<file path="src/bus_pkg.sv">
`default_nettype none

package bus_pkg;

    // addresses and data are one word wide on both buses
    typedef logic [31:0] addr_t;
    typedef logic [31:0] word_t;

    // one enable per byte lane, lane 0 is bits 7:0
    typedef logic [3:0] strobe_t;

    // access size, encoded as log2 of the byte count
    typedef enum logic [1:0] {
        MSIZE1 = 2'd0,   // single byte
        MSIZE4 = 2'd2    // full word
    } msize_t;

    // boot rom entry in kseg1, so the first fetches go out uncached
    localparam addr_t RESET_PC = 32'hbfc00000;

endpackage

`default_nettype wire

</file>
<file path="src/mips_pkg.sv">
`default_nettype none

package mips_pkg;

    // instruction field layout
    localparam int OPC_LSB = 26;
    localparam int OPC_W   = 6;
    localparam int RS_LSB  = 21;
    localparam int RT_LSB  = 16;
    localparam int RD_LSB  = 11;
    localparam int REG_W   = 5;
    localparam int IMM_W   = 16;

    // primary opcodes, bits 31:26
    typedef enum logic [5:0] {
        OP_SPECIAL = 6'h00,
        OP_BEQ     = 6'h04,
        OP_BNE     = 6'h05,
        OP_ADDIU   = 6'h09,
        OP_ORI     = 6'h0d,
        OP_LUI     = 6'h0f,
        OP_LW      = 6'h23,
        OP_SB      = 6'h28,
        OP_SW      = 6'h2b
    } opcode_t;

    // function field of SPECIAL, bits 5:0
    typedef enum logic [5:0] {
        FN_ADDU = 6'h21,
        FN_SUBU = 6'h23,
        FN_AND  = 6'h24,
        FN_OR   = 6'h25,
        FN_SLT  = 6'h2a
    } funct_t;

    typedef enum logic [2:0] {
        ALU_ADD,
        ALU_SUB,
        ALU_AND,
        ALU_OR,
        ALU_SLT,   // signed compare
        ALU_LUI    // b already holds the upper immediate
    } alu_op_t;

endpackage

`default_nettype wire

</file>
<file path="src/addr_translate.sv">
`default_nettype none

module addr_translate (
    input  bus_pkg::addr_t vaddr,
    output bus_pkg::addr_t paddr,
    output logic           uncached
);

    // low 28 bits pass straight through in every segment
    assign paddr[27:0] = vaddr[27:0];

    always_comb begin
        case (vaddr[31:28])
            4'h8, 4'ha: paddr[31:28] = 4'h0;  // kseg0 / kseg1, lower half
            4'h9, 4'hb: paddr[31:28] = 4'h1;  // kseg0 / kseg1, upper half
            default:    paddr[31:28] = vaddr[31:28]; // useg, ksseg, kseg3
        endcase
    end

    // only kseg1 bypasses the cache
    always_comb begin
        case (vaddr[31:28])
            4'ha, 4'hb: uncached = 1'b1;
            default:    uncached = 1'b0;
        endcase
    end

endmodule

`default_nettype wire

</file>
<file path="src/regfile.sv">
`default_nettype none

module regfile (
    input  logic           clk,
    input  logic           rst,
    input  logic [4:0]     ra1,
    input  logic [4:0]     ra2,
    output bus_pkg::word_t rd1,
    output bus_pkg::word_t rd2,
    input  logic           we,
    input  logic [4:0]     wa,
    input  bus_pkg::word_t wd
);
    import bus_pkg::*;

    word_t regs [32];

    always_ff @(posedge clk) begin
        if (rst) begin
            for (int i = 0; i < 32; i++) begin
                regs[i] <= '0;
            end
        end else if (we && wa != 5'd0) begin  // $zero never changes
            regs[wa] <= wd;
        end
    end

    // combinational read, a write lands before the next reader sees it
    assign rd1 = (ra1 == 5'd0) ? '0 : regs[ra1];
    assign rd2 = (ra2 == 5'd0) ? '0 : regs[ra2];

endmodule

`default_nettype wire

</file>
<file path="src/alu.sv">
`default_nettype none

module alu (
    input  mips_pkg::alu_op_t op,
    input  bus_pkg::word_t    a,
    input  bus_pkg::word_t    b,
    output bus_pkg::word_t    y,
    output logic              zero
);
    import bus_pkg::*;
    import mips_pkg::*;

    word_t diff;
    logic  lt;

    assign diff = a - b;

    // signed less-than from the sign bits and the difference
    always_comb begin
        if (a[31] != b[31]) begin
            lt = a[31];        // negative side is smaller
        end else begin
            lt = diff[31];
        end
    end

    always_comb begin
        case (op)
            ALU_ADD: y = a + b;
            ALU_SUB: y = diff;
            ALU_AND: y = a & b;
            ALU_OR:  y = a | b;
            ALU_SLT: y = {31'd0, lt};
            ALU_LUI: y = b;   // upper immediate built by decode
            default: y = '0;
        endcase
    end

    // equal operands, used by beq/bne
    assign zero = (diff == '0);

endmodule

`default_nettype wire

</file>
<file path="src/mips_core.sv">
`default_nettype none

module mips_core #(
    parameter bus_pkg::addr_t reset_pc = bus_pkg::RESET_PC
) (
    input  logic             clk,
    input  logic             rst,
    output logic             ireq_valid,
    output bus_pkg::addr_t   ireq_vaddr,
    input  logic             iresp_ok,
    input  bus_pkg::word_t   iresp_data,
    output logic             dreq_valid,
    output bus_pkg::addr_t   dreq_vaddr,
    output logic             dreq_write,
    output bus_pkg::msize_t  dreq_size,
    output bus_pkg::strobe_t dreq_strobe,
    output bus_pkg::word_t   dreq_data,
    input  logic             dresp_ok,
    input  bus_pkg::word_t   dresp_data
);
    import bus_pkg::*;
    import mips_pkg::*;

    // fetch state
    addr_t pc;                        // address of the fetch in flight or next
    addr_t f_target;                  // redirect waiting on a flushed fetch
    logic  f_flush;
    logic  hold_valid;
    word_t hold_instr;
    addr_t hold_pc;

    // execute state
    logic  e_valid;
    word_t e_instr;
    addr_t e_pc;

    opcode_t    opc;
    funct_t     fn;
    logic [4:0] rs, rt, rd, wr_addr;
    word_t      imm_sext, imm_val, rs_val, rt_val, alu_b, alu_y, rf_wd, br_target;
    alu_op_t    alu_op;
    logic       use_imm, wr_en, is_load, is_store, is_byte, is_branch, br_ne;
    logic       alu_zero, e_stall, take, rf_we;

    assign opc = opcode_t'(e_instr[OPC_LSB +: OPC_W]);
    assign fn  = funct_t'(e_instr[OPC_W-1:0]);
    assign rs  = e_instr[RS_LSB +: REG_W];
    assign rt  = e_instr[RT_LSB +: REG_W];
    assign rd  = e_instr[RD_LSB +: REG_W];
    assign imm_sext = {{(32-IMM_W){e_instr[IMM_W-1]}}, e_instr[IMM_W-1:0]};

    always_comb begin
        alu_op    = ALU_ADD;
        imm_val   = imm_sext;
        use_imm   = 1'b0;
        wr_en     = 1'b0;
        wr_addr   = rt;
        is_load   = 1'b0;
        is_store  = 1'b0;
        is_byte   = 1'b0;
        is_branch = 1'b0;
        br_ne     = 1'b0;
        case (opc)
            OP_SPECIAL: begin
                wr_addr = rd;
                wr_en   = 1'b1;
                case (fn)
                    FN_ADDU: alu_op = ALU_ADD;
                    FN_SUBU: alu_op = ALU_SUB;
                    FN_AND:  alu_op = ALU_AND;
                    FN_OR:   alu_op = ALU_OR;
                    FN_SLT:  alu_op = ALU_SLT;
                    default: wr_en = 1'b0;   // unsupported, acts as nop
                endcase
            end
            OP_ADDIU: begin
                use_imm = 1'b1;
                wr_en   = 1'b1;
            end
            OP_ORI: begin
                alu_op  = ALU_OR;
                imm_val = {{(32-IMM_W){1'b0}}, e_instr[IMM_W-1:0]};  // zero extended
                use_imm = 1'b1;
                wr_en   = 1'b1;
            end
            OP_LUI: begin
                alu_op  = ALU_LUI;
                imm_val = {e_instr[IMM_W-1:0], {(32-IMM_W){1'b0}}};
                use_imm = 1'b1;
                wr_en   = 1'b1;
            end
            OP_LW: begin
                use_imm = 1'b1;
                wr_en   = 1'b1;
                is_load = 1'b1;
            end
            OP_SW: begin
                use_imm  = 1'b1;
                is_store = 1'b1;
            end
            OP_SB: begin
                use_imm  = 1'b1;
                is_store = 1'b1;
                is_byte  = 1'b1;
            end
            OP_BEQ: begin
                alu_op    = ALU_SUB;
                is_branch = 1'b1;
            end
            OP_BNE: begin
                alu_op    = ALU_SUB;
                is_branch = 1'b1;
                br_ne     = 1'b1;
            end
            default: ;
        endcase
    end

    regfile u_regfile (
        .clk (clk),
        .rst (rst),
        .ra1 (rs),
        .ra2 (rt),
        .rd1 (rs_val),
        .rd2 (rt_val),
        .we  (rf_we),
        .wa  (wr_addr),
        .wd  (rf_wd)
    );

    assign alu_b = use_imm ? imm_val : rt_val;

    alu u_alu (
        .op   (alu_op),
        .a    (rs_val),
        .b    (alu_b),
        .y    (alu_y),
        .zero (alu_zero)
    );

    // memory ops sit in execute until the data bus answers
    assign e_stall   = e_valid & (is_load | is_store) & ~dresp_ok;
    assign take      = e_valid & is_branch & (alu_zero ^ br_ne);
    assign br_target = e_pc + 32'd4 + {imm_sext[29:0], 2'b00};
    assign rf_we     = e_valid & ~e_stall & wr_en;
    assign rf_wd     = is_load ? dresp_data : alu_y;

    // data bus request, fields stay put while stalled
    assign dreq_valid  = e_valid & (is_load | is_store);
    assign dreq_vaddr  = alu_y;
    assign dreq_write  = is_store;
    assign dreq_size   = is_byte ? MSIZE1 : MSIZE4;
    assign dreq_strobe = !is_store ? 4'b0000 :
                         is_byte   ? strobe_t'(4'b0001) << alu_y[1:0] : 4'b1111;
    assign dreq_data   = is_byte ? word_t'(rt_val[7:0]) << {alu_y[1:0], 3'b000} : rt_val;

    assign ireq_vaddr = pc;

    // fetch stage
    always_ff @(posedge clk) begin
        if (rst) begin
            pc         <= reset_pc;
            ireq_valid <= 1'b0;
            f_flush    <= 1'b0;
            hold_valid <= 1'b0;
        end else if (take) begin
            hold_valid <= 1'b0;     // held instruction is on the wrong path
            if (ireq_valid && !iresp_ok) begin
                f_flush  <= 1'b1;   // let the old fetch finish, then redirect
                f_target <= br_target;
            end else begin
                pc         <= br_target;
                ireq_valid <= 1'b1;
            end
        end else if (iresp_ok) begin
            if (f_flush) begin
                pc         <= f_target;
                f_flush    <= 1'b0;
                ireq_valid <= 1'b1;
            end else begin
                pc <= pc + 32'd4;
                if (e_stall) begin
                    hold_valid <= 1'b1;
                    hold_instr <= iresp_data;
                    hold_pc    <= pc;
                    ireq_valid <= 1'b0;   // no new fetch until execute drains
                end else begin
                    ireq_valid <= 1'b1;
                end
            end
        end else if (!ireq_valid && !e_stall) begin
            hold_valid <= 1'b0;     // first fetch after reset, or hold moved on
            ireq_valid <= 1'b1;
        end
    end

    // execute register
    always_ff @(posedge clk) begin
        if (rst) begin
            e_valid <= 1'b0;
        end else if (!e_stall) begin
            if (take) begin
                e_valid <= 1'b0;
            end else if (hold_valid) begin
                e_valid <= 1'b1;
                e_instr <= hold_instr;
                e_pc    <= hold_pc;
            end else if (iresp_ok && !f_flush) begin
                e_valid <= 1'b1;
                e_instr <= iresp_data;
                e_pc    <= pc;
            end else begin
                e_valid <= 1'b0;   // bubble
            end
        end
    end

endmodule

`default_nettype wire

</file>
<file path="src/bus_arbiter.sv">
`default_nettype none

module bus_arbiter #(
    parameter bit data_first = 1'b1
) (
    input  logic             clk,
    input  logic             rst,
    // instruction peer
    input  logic             ireq_valid,
    input  bus_pkg::addr_t   ireq_addr,
    input  logic             uncached_i,
    output bus_pkg::word_t   iresp_data,
    output logic             iresp_ok,
    // data peer
    input  logic             dreq_valid,
    input  bus_pkg::addr_t   dreq_addr,
    input  logic             dreq_write,
    input  bus_pkg::msize_t  dreq_size,
    input  bus_pkg::strobe_t dreq_strobe,
    input  bus_pkg::word_t   dreq_data,
    input  logic             uncached_d,
    output bus_pkg::word_t   dresp_data,
    output logic             dresp_ok,
    // memory port
    output logic             mem_valid,
    output bus_pkg::addr_t   mem_addr,
    output logic             mem_write,
    output bus_pkg::strobe_t mem_strobe,
    output bus_pkg::word_t   mem_wdata,
    output logic             mem_uncached,
    input  bus_pkg::word_t   mem_rdata,
    input  logic             mem_ready
);
    import bus_pkg::*;

    typedef enum logic [1:0] {
        ST_IDLE,
        ST_INST,
        ST_DATA
    } state_t;

    state_t state;
    logic   sel_d;

    always_ff @(posedge clk) begin
        if (rst) begin
            state <= ST_IDLE;
        end else begin
            case (state)
                ST_IDLE: begin
                    if (dreq_valid && (data_first || !ireq_valid)) begin
                        state <= ST_DATA;
                    end else if (ireq_valid) begin
                        state <= ST_INST;
                    end
                end
                default: begin
                    if (mem_ready) begin
                        state <= ST_IDLE;   // requester drops or renews next cycle
                    end
                end
            endcase
        end
    end

    assign sel_d = (state == ST_DATA);

    // requesters hold their fields, so the grant alone picks the mux leg
    assign mem_valid    = (state != ST_IDLE);
    assign mem_addr     = sel_d ? dreq_addr : ireq_addr;
    assign mem_write    = sel_d & dreq_write;
    assign mem_wdata    = dreq_data;
    assign mem_uncached = sel_d ? uncached_d : uncached_i;

    // word stores enable every lane, byte stores keep their one-hot lane
    assign mem_strobe = !mem_write            ? 4'b0000 :
                        (dreq_size == MSIZE4) ? 4'b1111 : dreq_strobe;

    assign iresp_ok   = (state == ST_INST) & mem_ready;
    assign dresp_ok   = sel_d & mem_ready;
    assign iresp_data = mem_rdata;
    assign dresp_data = mem_rdata;

endmodule

`default_nettype wire

</file>
<file path="src/soc_top.sv">
`default_nettype none

module soc_top #(
    parameter bus_pkg::addr_t reset_pc   = bus_pkg::RESET_PC,
    parameter bit             data_first = 1'b1
) (
    input  logic             clk,
    input  logic             rst,
    output logic             mem_valid,
    output logic             mem_write,
    output logic             mem_uncached,
    output bus_pkg::addr_t   mem_addr,
    output bus_pkg::strobe_t mem_strobe,
    output bus_pkg::word_t   mem_wdata,
    input  bus_pkg::word_t   mem_rdata,
    input  logic             mem_ready
);
    import bus_pkg::*;

    logic    ireq_valid, iresp_ok, uncached_i;
    addr_t   ireq_vaddr, ireq_paddr;
    word_t   iresp_data;

    logic    dreq_valid, dreq_write, dresp_ok, uncached_d;
    addr_t   dreq_vaddr, dreq_paddr;
    msize_t  dreq_size;
    strobe_t dreq_strobe;
    word_t   dreq_data, dresp_data;

    mips_core #(
        .reset_pc (reset_pc)
    ) core (
        .clk, .rst,
        .ireq_valid, .ireq_vaddr, .iresp_ok, .iresp_data,
        .dreq_valid, .dreq_vaddr, .dreq_write, .dreq_size,
        .dreq_strobe, .dreq_data, .dresp_ok, .dresp_data
    );

    addr_translate itrans (
        .vaddr    (ireq_vaddr),
        .paddr    (ireq_paddr),
        .uncached (uncached_i)
    );

    addr_translate dtrans (
        .vaddr    (dreq_vaddr),
        .paddr    (dreq_paddr),
        .uncached (uncached_d)
    );

    bus_arbiter #(
        .data_first (data_first)
    ) arbiter (
        .clk, .rst,
        .ireq_valid, .ireq_addr (ireq_paddr), .uncached_i, .iresp_data, .iresp_ok,
        .dreq_valid, .dreq_addr (dreq_paddr), .dreq_write, .dreq_size,
        .dreq_strobe, .dreq_data, .uncached_d, .dresp_data, .dresp_ok,
        .mem_valid, .mem_addr, .mem_write, .mem_strobe, .mem_wdata,
        .mem_uncached, .mem_rdata, .mem_ready
    );

endmodule

`default_nettype wire

</file>
<file path="config.mk">
export PLATFORM = sky130hd
export DESIGN_NAME = soc_top
export DESIGN_NICKNAME = d
export VERILOG_FILES = /design/src/bus_pkg.sv /design/src/mips_pkg.sv /design/src/addr_translate.sv /design/src/regfile.sv /design/src/alu.sv /design/src/mips_core.sv /design/src/bus_arbiter.sv /design/src/soc_top.sv
export SDC_FILE = /design/constraint.sdc
export NUM_CORES = 2
export LEC_CHECK = 0
export ABC_AREA = 1
export BUFFER_PORTS_ARGS = -buffer_cell sky130_fd_sc_hd__buf_2
export CAP_MARGIN = 20
export CELL_PAD_IN_SITES_DETAIL_PLACEMENT = 1
export CELL_PAD_IN_SITES_GLOBAL_PLACEMENT = 2
export CORE_AREA = 4 4 445 447
export CTS_BUF_LIST = sky130_fd_sc_hd__clkbuf_4
export CTS_CLUSTER_SIZE = 8
export DETAILED_ROUTE_END_ITERATION = 8
export DIE_AREA = 0 0 449 451
export PLACE_DENSITY = 0.88
export SETUP_SLACK_MARGIN = 0.5
export SYNTH_ARGS = -nofsm -noshare
export SYNTH_HDL_FRONTEND = slang
export SYNTH_SLANG_ARGS = --single-unit
</file>
<file path="constraint.sdc">
create_clock -name clk -period 7.55 [get_ports clk]
set_input_delay 1.51 -clock clk [delete_from_list [all_inputs] [get_ports clk]]
set_output_delay 1.51 -clock clk [all_outputs]
set_load 0.03 [all_outputs]
</file>
==> impl_metrics.toml <==
[status]
outcome = "finished with violations"
violations = "negative setup slack"

[routing]
vias_per_cell = 6.46
antenna_left = 0
drtIter0Drc = 11880
wl_mm = 385
vias = 76285
wl_per_cell_um = 32.6
drc = 0
dr.pass1.iters = 7

[setup_path]
path_class = "reg -> out"
cpMostUsedCell = "nand2_4"
crit_slowest_cell = "o211ai_1"
slowest_delay_ns = 0.98
arrival_ns = 7.01
critPathBufInv = 12
cp_max_fo = 5
cp-start-kind = "flip-flop"
cp_top_family = "compound AO/OA/AOI/OAI gates"
end_kind = "output port"
worstPathRequired_ns = 6.04

[yosys]
netlist-cell-type-count = 58
avgSynthCellArea_sq_um = 8.40
synthCells = 8501
synth_top_cell_area_share_pct = 49.8
synth.yosys.seq_area_share_pct = 51.1
ys_warn_count = 0
synth_common_cells = "nor2_1, o21ai_0, edfxtp_1"
synth-seq-cells = 1232
synth-edff-count = 1184
yosysTopAreaCell = "edfxtp_1"
synth_top_flop_cell = "edfxtp_1"
async_flop_share_pct = 0
post-synth-top-count-cell = "nor2_1"
synth_area_leaders = "edfxtp_1, nor2_1, o21ai_0"
syn_area_sq_mm = 0.0714

[power]
leakagePower_nw = 34.8
peakVddDrop_uv = 191
finalPower_w = 0.0210
power.density_mw_per_mm2 = 237

[timing]
post-route-period-util_pct = 113
layout_min_cycle_time_ns = 8.52
setup_slack_ns = -0.971
clock_skew_ns = 0.239
setup_viol = 60
whs_ns = 0.282
max_freq_mhz = 117
slew_violations = 0
tightest_slew_ns = 1.25
finalHoldViolCount = 0
slew_headroom_pct = 16.4
rsz0062_at_grt = "true"

[floorplan]
core-area_sq_mm = 0.194
start_util_pct = 36.8
die_y_um = 451
fp.dieW_um = 449
num_rows = 162
ios = 106
fp.dieArea_sq_mm = 0.202

[finish]
fin_util_pct = 45.6
n_fill_cell = 22564
nets = 9196
drive_gt1_share_pct = 20.6
final-seq-area_sq_mm = 0.0365
multiInputGateArea_sq_mm = 0.0330
areaGrowthSynthToFinish_pct = 24.0

[clock_network]
clk_path_buf_depth = 4
clkTransAtPathRegs_ns = 0.07
cts.sinks = 1232
cts_tree = "done"
clk_latency_ns = 1.52
cts_hold_buffers = 0
cts-root-buf = "clkbuf_4"
cts_buffers = 358
h-tree-depth = 5

[global_route]
grt_most_used_layer = "met2"
grt_util_met3_pct = 11.5
track_usage_pct = 36.2
met1_usage_pct = 44.1
grt_pass1_wl_mm = 536
grt.overflow.total = 0
grt_max_degree = 115
met2_usage_pct = 53.6
antenna_found_initial = 20
grt_pass1_vias = 76233

[placed_design]
hpwl_mm = 226
port_buffers = 105
gp_congestion = 0.976

[run]
drv_cap = 0

[min_path]
hold_class = "in -> reg"
-- sequential cells by signal (all words and copies together), names as in the netlist, named ones only --
register             flops
arbiter.state            2
core.e_instr            32
core.e_pc               32
core.e_valid             1
core.f_flush             1
core.f_target           32
core.hold_instr         32
core.hold_pc            32
core.hold_valid          1
core.ireq_vaddr         32
core.ireq_valid          1
core.u_regfile.regs   1024
-- report_power, final --
group	switching [W]	leakage [nW]	internal [W]	total (W)
clock network	0.00320	2.68	0.00345	0.00665
registers	0.000158	12.3	0.00771	0.00787
logic	0.00454	19.8	0.00191	0.00645
-- cell usage in the layout (no fill, tap or decap), types with 32 or more instances in the layout --
cell type,instances
o21ai_0,1172
conb_1,32
inv_2,34
nand3_4,32
nor2_1,2262
nand4_1,38
nand2_4,50
buf_6,93
o21ai_2,53
clkinv_1,43
xor2_1,45
o211ai_1,53
inv_1,396
o21ai_1,91
o22ai_1,119
a21oi_1,193
nand3_2,57
clkbuf_4,547
dfxtp_1,37
nand2_1,721
edfxtp_1,1184
nand3_1,318
nand2_2,84
buf_4,527
o221ai_1,364
buf_16,51
buf_2,38
ha_1,132
buf_12,80
-- what timing repair did --
item                                    4_1_cts  5_1_grt
endpoints found under the setup margin      188      209
cloned                                       52       10
setup buffers                                81       71
resized for setup                           464      403
endpoints found under the hold margin         0        0
pin swaps                                    86      125
-- metal layers --
metal	up-vias	routed length, um
li1	30901	-
met1	37486	136000
met2	6180	164000
met3	1710	51600
met4	8	33800
met5	-	67
-- metrics by stage --
stage	instances	TNS, ns	setup slack [ns]	area, sq um
floorplan	8532	0	0.614	71500
global placement	10968	0	0.0808	77700
detailed placement	10970	0	0.00656	77700
CTS	11701	-25.80	-0.615	86200
global route	11796	-47.84	-1.01	88500
finish	11806	-42.77	-0.971	88500
-- logic make-up (layout without fill, tap and decap cells) --
logic type,Yosys count,count (layout),share of synthesized area (%)
simple gates,3665,3665,20.6
compound gates,2211,2211,18.3
flops,1232,1232,51.1
buf+inv,1171,1881,6.35
fa+ha+maj,157,157,2.79
xor+xnor,63,63,0.772
other cells,1,54,0.00525
mux,1,1,0.0140
-- area by class of cell --
class | count | share of cell area, %
clock inverters | 52 | 0.401
well taps | 2542 | 3.59
diodes | 22 | 0.0622
flip-flops and latches | 1232 | 41.3
multi-input cells | 6129 | 37.3
clock buffers | 546 | 4.63
repair inverters | 5 | 0.0664
inverters | 440 | 1.97
repair buffers | 838 | 10.7
-- path summary, 6_finish.rpt --
path	slack, ns	end	from	cells after the start
max	-0.97	mem_wdata[19]	flip-flop	34
min	0.28	core.hold_instr[18]$_DFFE_PP_	mem_rdata[18]	1
max reg2reg	0.36	core.f_target[7]$_DFFE_PP_	flip-flop	43
min reg2reg	0.42	flip-flop	core.e_instr[24]$_DFFE_PP_	2
(Power assumes the default switching activity.)
